[src/verilog/ImgI2C_macros.svh]
`ifndef ImgI2C_macros_svh
`define ImgI2C_macros_svh

// Flops on SCL and SDA ahead of edge detection
`define ImgI2CSyncStages 2

// Storage index width, 256 bytes
// Upper register address bits alias onto this range
`define ImgRegIndexBits 8

// 7-bit target address used when the board does not strap another one
`define ImgI2CDefaultDevAddr 7'h3c

`endif

[src/verilog/ImgRegPkg.sv]
`include "ImgI2C_macros.svh"

package ImgRegPkg;

    // Register address as sent by the controller, high byte first
    typedef logic [15:0] regAddr_t;

    // One configuration register
    typedef logic [7:0] regData_t;

    // Low bits of the register address that select a storage byte
    typedef logic [`ImgRegIndexBits-1:0] regIndex_t;

    // Transaction phases of the register parser
    // devAddr    first byte after START, address and R/W bit
    // addrHi     register address high byte
    // addrLo     register address low byte
    // writeData  data bytes to be stored, at most two
    // readData   bytes supplied to the controller
    // ignore     wait for the next START or STOP
    typedef enum logic [2:0] {
        devAddr,
        addrHi,
        addrLo,
        writeData,
        readData,
        ignore
    } parserState_t;

endpackage
[src/verilog/ImgRegFile.sv]
`timescale 1ns/1ps
`include "ImgI2C_macros.svh"

module ImgRegFile import ImgRegPkg::*; (
    input  logic      clk,
    input  logic      wrEn,
    input  regIndex_t wrIndex,
    input  regData_t  wrData,
    input  regIndex_t rdIndex,
    output regData_t  rdData
);

    // Configuration bytes, contents undefined until written
    regData_t mem [0:(1 << `ImgRegIndexBits)-1];

    always_ff @(posedge clk) begin
        if (wrEn) begin
            mem[wrIndex] <= wrData;
        end
    end

    // Read is combinational so a byte can be loaded the moment it is needed
    assign rdData = mem[rdIndex];

endmodule

[config.mk]
export PLATFORM = sky130hd
export DESIGN_NAME = ImgRegFile
export DESIGN_NICKNAME = d
export VERILOG_FILES = /design/src/verilog/ImgRegPkg.sv /design/src/verilog/ImgRegFile.sv
export VERILOG_INCLUDE_DIRS = /design/src /design/src/verilog
export SDC_FILE = /design/constraint.sdc
export NUM_CORES = 2
export LEC_CHECK = 0
export ABC_AREA = 1
export BUFFER_PORTS_ARGS = -buffer_cell sky130_fd_sc_hd__buf_2
export CAP_MARGIN = 20
export CORE_ASPECT_RATIO = 0.6
export CORE_MARGIN = 5
export CORE_UTILIZATION = 45
export CTS_CLUSTER_DIAMETER = 80
export DETAILED_ROUTE_END_ITERATION = 8
export HOLD_SLACK_MARGIN = 0.1
export REMOVE_ABC_BUFFERS = 1
export SETUP_SLACK_MARGIN = 0.4
export SKIP_CTS_REPAIR_TIMING = 1
export SLEW_MARGIN = 0
export SYNTH_ARGS = -nofsm -noshare
export SYNTH_HDL_FRONTEND = slang
export SYNTH_SLANG_ARGS = --single-unit
[constraint.sdc]
create_clock -name clk -period 1.8 [get_ports clk]
set_input_delay 0.36 -clock clk [delete_from_list [all_inputs] [get_ports clk]]
set_output_delay 0.36 -clock clk [all_outputs]
set_load 0.005 [all_outputs]
# ---- Word level (Yosys, flattened, before mapping)
# Memories as Yosys holds them, arrays and structs flattened.
# Index checks and enable logic that the tools add are counted.
# W data, S select, Z words.
dict set report word_totals {
  regBits 0
  ram_bits 2048
  in_bits 26
  mem_count 1
}
# memory words word_bits rd rd_ports_with_merged_regs wr line
set memory_table {}
lappend memory_table {mem 256 8 1 0 1 ImgRegFile.sv:14} ;# regData_t mem [0:(1 << `ImgRegIndexBits)-1];
dict set report classes {
  muxes 2
}
# operator n
set op_table {}
lappend op_table {{$mux W1} 2}

# ---- Depth between registers and ports, before layout
dict set report depth {
  ltp_word 2
  depth_mapped 15
}

# ---- Worst setup path after synthesis
# No wires, ideal clock.
dict set report synth_path {
  kind {input-to-output}
  startpoint {input rdIndex[0]}
  endpoint {output rdData[6]}
  arrival_ns 1.580
  required_time_ns 1.440
  path_slack_ns -0.140
  path_stages 15
  path_buffers 4
  path_cell_list {buf_4 -> inv_4 -> buf_6 -> buf_6 -> buf_4 -> nand2_1 -> nand3_1 -> nand3_1 -> nand3_1 -> nand3_1 -> nand3_1 -> nand3_1 -> nand2_1 -> nand2_1 -> nand2_1}
}
dict set report synth_via {
  elab_chain_len 1
}
# item line
set synth_rtl {}
lappend synth_rtl {{start: declaration} ImgRegFile.sv:9} ;# input regIndex_t rdIndex,
lappend synth_rtl {{$mem_v2 Z256 W8} --}
lappend synth_rtl {{end: declaration} ImgRegFile.sv:10} ;# output regData_t rdData
# No other way between the ends.

# ---- Final worst setup path
dict set report layout_path {
  startpoint {input rdIndex[0]}
  endpoint {output rdData[1]}
}
# Same word-level chain as after synthesis.

==> results.tsv <==
stage	metric	value	unit
timing	PnR worst setup slack	-1030	ps
clock_tree	Bufs on Longest Clock Path	4	
global_route	global route hottest layer	met1	
global_route	antenna violations before repair	4	
finish	Biggest register	mem	
worst_setup_path	CP arrival	2470	ps
clock_tree	CTS root buf	clkbuf_16	
power	leakage	36.5	nW
synthesis	Avg Cell Area, Syn	11.9	µm²
clock_tree	H-tree Lvls	4	
placement	Final GP Congestion	0.928	
die	die area	194000	µm²
placement	dpl hpwl	163000	µm
run_status	failing checks	negative setup slack	
global_route	grt met2 use	34.3	%
finish	max FFs per register	2048	
worst_setup_path	CP max stage delay	200	ps
synthesis	Mapped Cells	6995	
worst_setup_path	Worst Path Buf+Inv	6	
timing	setup TNS	-7930	ps
synthesis	register area share after synthesis	73.9	%
clock_tree	Num CTS Buffers	191	
synthesis	Synth Register Bits	2048	
global_route	largest net degree at the start of global routing	77	
die	die width	565	µm
timing	Slew @ Worst Pin	508	ps
die	# IOs	34	
die	Starting Density	45.2	%
clock_tree	clock sinks	2048	
worst_setup_path	CP max-delay cell	buf_4	
clock_tree	CTS clk-pin slew, worst paths	60	ps
global_route	vias in the first global route	54000	
finish	most common cell after layout, fill and taps aside	nand2_1	
worst_setup_path	CP Cell Sequence	buf_16 -> clkinv_16 -> buf_16 -> buf_4 -> buf_4 -> nand2_1 -> nand3_1 -> nand3_1 -> nand3_1 -> nand3_1 -> nand3_2 -> nand3_2 -> nand2_4 -> nand2_4 -> nand2_4 -> buf_6	
global_route	GR Util met3	8.05	%
timing	final worst-path cycle share	157	%
global_route	global route overflow	0	
worst_setup_path	cell family with most CP delay	simple AND/OR/NAND/NOR gates	
routing	DRC viols	0	
worst_setup_path	CP max FO	9	
routing	final wirelength	258000	µm
job	max_cap viols	0	
timing	Slew Viols, Final	0	
finish	share of cells above drive strength 1	19.0	%
finish	most frequent cells in the layout	nand2_1, edfxtp_1, nand3_1	
synthesis	top cell type's share of synthesized area	73.9	%
finish	top flop regs	mem: 2048 flops	
finish	fin area	101000	µm²
finish	post-route non-filler standard cell count	10200	
synthesis	leading area contributor after synthesis	edfxtp_1	
synthesis	Synth Warn #	0	
die	die height	343	µm
global_route	Tot GR Track Use	25.7	%
die	row count	122	
routing	antenna viol nets, final	0	
timing	RSZ-0062 raised after global routing	true	
synthesis	Post-Syn Area	83200	µm²
timing	max_slew headroom	66.1	%
synthesis	Netlist cell types	13	
timing	fin crit period	2830	ps
routing	Vias/cell	5.76	
routing	drt pass-1 iters	5	
finish	P&R area growth vs syn	21.6	%
power	Max rail drop VDD	0.894	mV
global_route	met1 usage	40.7	%
routing	via count	58600	
timing	setup violators final	8	
worst_setup_path	Req. time, crit path	1440	ps
power	Pwr per Cell Area	993	nW/µm²
worst_setup_path	Most common cell on crit path	nand3_1	
timing	Fmax achieved	354	MHz
placement	cell total after placement	9799	
placement	Area after DPL	92300	µm²
synthesis	ranking of synthesized cells by area	edfxtp_1, nand3_1, nand2_1, buf_2, nor2_1	
clock_tree	CTS tree	built	
worst_setup_path	Startpoint Class	primary input	
worst_setup_path	CP endpoint kind	primary output	
routing	wire length per cell	25.4	µm
finish	fin nets	7571	
min_path	Hold Path Class	in2reg	
routing	DR iter-0 viols	8621	
die	Core Area	184000	µm²
placement	PortBufs	33	
worst_setup_path	critical path class	in2out	
global_route	first-pass GRT wire length	370000	µm
run_status	status	finished, violations left	
timing	endpoints failing hold	0	
-- routing by layer --
layer	wire length [µm]	share of wire, %	vias to the layer above
li1	-	-	26000
met1	113000	44	28900
met2	105000	41	3380
met3	34800	13	327
met4	5100	2.0	0
met5	0	0	-
-- power breakdown --
part           total, mW  switching, mW  internal, mW
clock network       39.8           17.7          22.1
registers           52.5         0.0235          52.5
logic               8.22           5.58          2.65
-- area by class of cell --
class,count,area [µm²]
repair inverters,1,11.3
flip-flops and latches,2048,61500
repair buffers,839,9060
well taps,2480,3100
clock buffers,225,4970
fillers,15200,82800
inverters,39,195
diodes,2,5.00
clock inverters,111,1000
multi-input cells,4425,21400
-- Yosys cell counts (all sizes together) --
| master | count |
|---|---|
| nand3 | 2019 |
| edfxtp | 2048 |
| inv | 39 |
| clkbuf | 112 |
| buf | 371 |
| nand2 | 2123 |
| nor2 | 283 |
-- metrics by stage --
step	setup WS, ps	hold slack, ps	power [mW]	utilization [%]
after floorplan	-4530	459	56.4	-
after CTS	-1540	-162	100	53.4
final	-1030	349	101	55.0
after global placement	-1380	730	60.7	50.1
after detailed placement	-1340	734	60.8	50.1
after global routing	-1110	337	104	55.0
-- cell families after synthesis --
logic type / count (synthesis) / synth area share, %
AND/OR/NAND/NOR: 4425 / 23.0
flip-flops: 2048 / 73.9
buffers and inverters: 522 / 3.13
-- worst paths after layout --
| kind | slack (ps) | start | cells past startpoint | end |
|---|---|---|---|---|
| max | -1030 | rdIndex[0] | 16 | rdData[1] |
| min | 350 | wrEn | 5 | mem[184][1] |
Power figures use the tool's default switching activity.
