[src/verilog/ImgI2C_macros.svh]
`ifndef ImgI2C_macros_svh
`define ImgI2C_macros_svh

// Flops on SCL and SDA ahead of edge detection
`define ImgI2CSyncStages 2

// Storage index width, 256 bytes
// Upper register address bits alias onto this range
`define ImgRegIndexBits 8

// 7-bit target address used when the board does not strap another one
`define ImgI2CDefaultDevAddr 7'h3c

`endif

[src/verilog/I2CLineIf.sv]
`timescale 1ns/1ps

interface I2CLineIf;

    // SCL edges, one clk cycle each
    logic sclRise;
    logic sclFall;

    // Synchronized SDA level, aligned with the edge pulses
    logic sdaBit;

    // Bus conditions while SCL is high
    // start also covers a repeated START
    logic start;
    logic stop;

    modport monitor (
        output sclRise,
        output sclFall,
        output sdaBit,
        output start,
        output stop
    );

    modport engine (
        input sclRise,
        input sclFall,
        input sdaBit,
        input start,
        input stop
    );

endinterface

[src/verilog/I2CLineMonitor.sv]
`timescale 1ns/1ps
`include "ImgI2C_macros.svh"

module I2CLineMonitor (
    input  logic     clk,
    input  logic     arstN,
    input  logic     scl,
    input  logic     sdaIn,
    I2CLineIf.monitor line
);

    // Synchronizer chains, newest sample in bit 0
    logic [`ImgI2CSyncStages-1:0] sclSync;
    logic [`ImgI2CSyncStages-1:0] sdaSync;

    // Synchronized levels and their one-cycle delayed copies
    logic sclNow;
    logic sdaNow;
    logic sclDly;
    logic sdaDly;

    assign sclNow = sclSync[`ImgI2CSyncStages-1];
    assign sdaNow = sdaSync[`ImgI2CSyncStages-1];

    always_ff @(posedge clk or negedge arstN) begin
        if (!arstN) begin
            // Idle bus has both lines high
            sclSync      <= '1;
            sdaSync      <= '1;
            sclDly       <= 1'b1;
            sdaDly       <= 1'b1;
            line.sclRise <= 1'b0;
            line.sclFall <= 1'b0;
            line.start   <= 1'b0;
            line.stop    <= 1'b0;
            line.sdaBit  <= 1'b1;
        end else begin
            sclSync <= {sclSync[`ImgI2CSyncStages-2:0], scl};
            sdaSync <= {sdaSync[`ImgI2CSyncStages-2:0], sdaIn};
            sclDly  <= sclNow;
            sdaDly  <= sdaNow;

            // Events are registered so all of them share the same latency
            line.sclRise <= sclNow & ~sclDly;
            line.sclFall <= ~sclNow & sclDly;

            // SDA falling with SCL high is START, rising is STOP
            line.start   <= sclNow & sdaDly & ~sdaNow;
            line.stop    <= sclNow & ~sdaDly & sdaNow;

            line.sdaBit  <= sdaNow;
        end
    end

endmodule

[src/flat_wrapper.sv]
// flat-port wrapper written by rule: the top's interface ports become plain ports
module I2CLineMonitor_flat 
  (clk, arstN, scl, sdaIn, line_sclRise, line_sclFall, line_sdaBit, line_start, line_stop);
  I2CLineIf line_i ();
  input  logic clk;
  input  logic arstN;
  input  logic scl;
  input  logic sdaIn;
  output wire logic [$bits(line_i.sclRise)-1:0] line_sclRise;
  output wire logic [$bits(line_i.sclFall)-1:0] line_sclFall;
  output wire logic [$bits(line_i.sdaBit)-1:0] line_sdaBit;
  output wire logic [$bits(line_i.start)-1:0] line_start;
  output wire logic [$bits(line_i.stop)-1:0] line_stop;
  assign line_sclRise = line_i.sclRise;
  assign line_sclFall = line_i.sclFall;
  assign line_sdaBit = line_i.sdaBit;
  assign line_start = line_i.start;
  assign line_stop = line_i.stop;
  I2CLineMonitor u_core (.clk(clk), .arstN(arstN), .scl(scl), .sdaIn(sdaIn), .line(line_i));
endmodule
[config.mk]
export PLATFORM = sky130hd
export DESIGN_NAME = I2CLineMonitor_flat
export DESIGN_NICKNAME = d
export VERILOG_FILES = /design/src/verilog/I2CLineIf.sv /design/src/verilog/I2CLineMonitor.sv /design/src/flat_wrapper.sv
export VERILOG_INCLUDE_DIRS = /design/src /design/src/verilog
export SDC_FILE = /design/constraint.sdc
export NUM_CORES = 1
export LEC_CHECK = 0
export ABC_AREA = 1
export BUFFER_PORTS_ARGS = -buffer_cell sky130_fd_sc_hd__buf_2
export CORE_AREA = 2 2 39 41
export DETAILED_ROUTE_END_ITERATION = 12
export DIE_AREA = 0 0 41 43
export GPL_TIMING_DRIVEN = 0
export PLACE_DENSITY = 0.48
export SETUP_SLACK_MARGIN = 0.5
export SLEW_MARGIN = 30
export SYNTH_ARGS = -nofsm -noshare
export SYNTH_HDL_FRONTEND = slang
export SYNTH_SLANG_ARGS = --single-unit
export TNS_END_PERCENT = 1
[constraint.sdc]
create_clock -name clk -period 0.9 [get_ports clk]
set_input_delay 0.18 -clock clk [delete_from_list [all_inputs] [get_ports clk]]
set_output_delay 0.18 -clock clk [all_outputs]
set_load 0.02 [all_outputs]
[Word-level counts from Yosys, hierarchy flattened]
Index checks and enable logic that the tools add are counted.
Word-level totals
  bits in registers: 10
  input bits: 4
  output and inout bits: 5
  logic and storage cells: 18
Cells by class
  bitwise operators: 10
Operators with widths (number)
  AND 1 bit: 6
  NOT 1 bit: 4

[Logic depth before layout (Yosys ltp)]
  depth in word-level cells: 3
  mapped depth: 2
  gate-level depth less buffers: 2

[Worst setup path before layout]
Ideal clock, no wire load.
  path type: reg-to-reg
  start point: reg u_core.sdaDly
  end point: reg u_core.line.start
  setup time: 0.071 ns
  arrival time: 0.704 ns
  required time: 0.829 ns
  setup slack: 0.125 ns
  cell stages (with the launch flop): 3
  buffers on the path: 0
  clock period less this slack: 0.775 ns
  cells stage by stage: dfstp_2 -> nand2_1 -> nor2_1
Between the ends
  word-level cells in the longest chain between the ends: 2
RTL lines
  start: declaration: line I2CLineMonitor.sv:20  | logic sdaDly;
  start signal: assignment: line I2CLineMonitor.sv:41  | sdaDly <= sdaNow;
  AND 1 bit (2 in a row): line I2CLineMonitor.sv:48  | line.start <= sclNow & sdaDly & ~sdaNow;
  end signal: assignment: line I2CLineMonitor.sv:48
  end: declaration: line I2CLineIf.sv:21  | output start,
Every way passes these cells.

==> results.tsv <==
stage	metric	value	unit
sta	maximum clock rate	921	MHz
yosys	Seq/Total Area, Yosys	89.6	%
clock_tree	clock buffer depth	2	
finish	diodes inserted	0	
placement	DP HPWL	312	um
floorplan	row count	14	
placement	Placed Cells	42	
global_routing	first-pass GRT wire length	696	um
clock_tree	Reg clk slew, reported paths	60	ps
setup_path	critical path required time	720	ps
setup_path	Worst setup EP type	output pin	
routing	total routed wirelength	397	um
power	PwrDens	2300	nW/um^2
setup_path	cells along the critical path	buf_6	
yosys	Area contributors post-synth	dfstp_2 55%, dfrtp_1 35%, nor2_1 5.2%	
global_routing	vias in the first global route	176	
clock_tree	CTS tree	yes	
yosys	syn nets	22	
clock_tree	Num CTS Buffers	3	
global_routing	initial antenna violation count	0	
power	Overall Power	0.929	mW
clock_tree	clock sinks	10	
finish	post-layout util	29.2	%
routing	via count	164	
setup_path	critical path's top delay family	flip-flops	
status	failing checks	negative hold slack, negative setup slack	
yosys	mapped cell area	288	um^2
power	worst vdd ir	543	uV
routing	vias per cell	3.49	
sta	Final WS setup	-186	ps
sta	Tmin final	1090	ps
sta	RSZ-0062 raised after global routing	true	
clock_tree	H-tree levels	1	
routing	drt drc	0	
yosys	cell type with the largest total area after synthesis	dfstp_2	
sta	crit share post-route	121	%
setup_path	CP Buf/Inv Count	1	
clock_tree	root buffer cell	clkbuf_4	
routing	First DRT Iteration DRCs	0	
sta	Setup violations, final	5	
placement	port bufs	8	
placement	DP Worst Slack	37.5	ps
setup_path	critical path arrival	910	ps
hold_path	Hold/Removal Path Class	primary input to async pin	
sta	Slew headroom	85.9	%
finish	post-route cell area	404	um^2
yosys	Synth top area share	54.8	%
finish	post-layout net count	36	
global_routing	GRT Residual Overflow	0	
finish	layout cells sized above 1	64.5	%
floorplan	Initial Utilization	20.8	%
setup_path	slowest cell on the critical path	dfstp_2	
finish	final cell count without fillers	47	
setup_path	Critical Path Start Type	register	
yosys	Synth Instances	18	
routing	Pre-antenna DRT Iters	1	
power	Leak Pwr	0.202	nW
routing	Antenna Nets Post-Route	0	
clock_tree	clock latency on the worst-skew pair	250	ps
status	run status	finished with violations	
setup_path	Setup Crit Path Kind	register to output pin	
setup_path	Critical Path Fanout Max	2	
sta	Hold WS	-234	ps
global_routing	Global Route Usage Sum	6.63	%
sta	final-report max-slew violation count	0	
global_routing	largest net degree at the start of global routing	11	
floorplan	DIE AREA	1760	um^2
floorplan	core area	1380	um^2
floorplan	die height	43	um
floorplan	die width	41	um
finish	P&R area growth vs syn	40.4	%
routing	routed len/inst	8.45	um
sta	clock skew	3.18	ps
yosys	synth warn	0	
flow_run	Max-cap violations	0	
yosys	#FFs+latches synth	10	
yosys	Synth cell types	5	
sta	Final Hold Viols	10	
sta	TNS Setup	-351	ps
sta	Worst Tran Pin Value	212	ps
yosys	Avg Inst Size Synth	16.0	um^2
finish	Layout fillers	152	
placement	gpl congestion	0.528	
setup_path	critical path's largest stage delay	540	ps
placement	Area after DPL	348	um^2
floorplan	Ports	9	
[layout by cell type, fill, tap and decap left out]
master,instances
clkbuf_4,3
inv_1,1
dfstp_2,6
nor2_1,4
dfrtp_1,4
clkbuf_8,1
nand2_1,2
inv_2,1
buf_4,1
buf_6,2
buf_2,6
[kinds of logic (layout without fill, tap and decap cells)]
family | Yosys count | in the layout | share of synthesized area (%)
buf+inv | 2 | 15 | 2.61
simple gates | 6 | 6 | 7.83
flops | 10 | 10 | 89.6
[worst reg2reg max path, delay by kind of cell, from the launching register on]
kind,cells,cell delay [ps]
buffers and inverters,1,110
flip-flops,1,540
AND/OR/NAND/NOR,2,120
[layout make-up]
type,instances,area [um^2],area share [%]
clock buffers,4,36.3,8.98
multi-input cells,6,22.5,5.57
well taps,16,20.0,4.95
inverters,2,7.51,1.86
flip-flops and latches,10,258,63.8
repair buffers,9,60.1,14.9
[per-layer routing]
layer  vias to the layer above  wire, um  GRT usage [%]  share of wire, %
met4                         0         0           6.00                 0
met1                        77       142           6.08                36
met2                         9       206           9.06                52
met5                         -         0              0                 0
met3                         0        48           4.71                12
li1                         78         -              -                 -
[flip-flops by register name, indices dropped and copies added (netlist names)]
name	count
u_core.line.sclFall	1
u_core.sdaSync	2
u_core.sclSync	2
u_core.sdaDly	1
u_core.line.start	1
u_core.line.stop	1
u_core.sclDly	1
u_core.line.sclRise	1
[what timing repair did]
item                                    in CTS  in global routing
pin swaps                                    3                  5
gates resized for setup                      2                  3
hold endpoints to repair                    10                  5
setup buffers                                1                  0
endpoints found under the setup margin      13                 13
[report_power, final]
group / internal, mW / total (mW) / switching [mW]
clock network: 0.245 / 0.383 / 0.138
logic: 0.0225 / 0.0534 / 0.0309
registers: 0.482 / 0.493 / 0.0109
total: 0.750 / 0.929 / 0.180
[worst paths after layout]
check / to / slack, ps / cells past startpoint / from
min: u_core.line.start / -230 / 1 / arstN
min in group clk: u_core.sclSync[0] / 20 / 1 / scl
max reg2reg: u_core.line.start / 70 / 3 / u_core.sdaDly
min reg2reg: u_core.sdaSync[1] / 360 / 0 / u_core.sdaSync[0]
max: line_sdaBit / -190 / 1 / u_core.sdaDly
max in group asynchronous: u_core.sclDly / 880 / 1 / arstN
[synth_stat cells]
| master | number |
|---|---|
| dfrtp_1 | 4 |
| dfstp_2 | 6 |
| nand2_1 | 2 |
| inv_1 | 2 |
| nor2_1 | 4 |
Note: power is estimated with default switching activity, not from simulation.
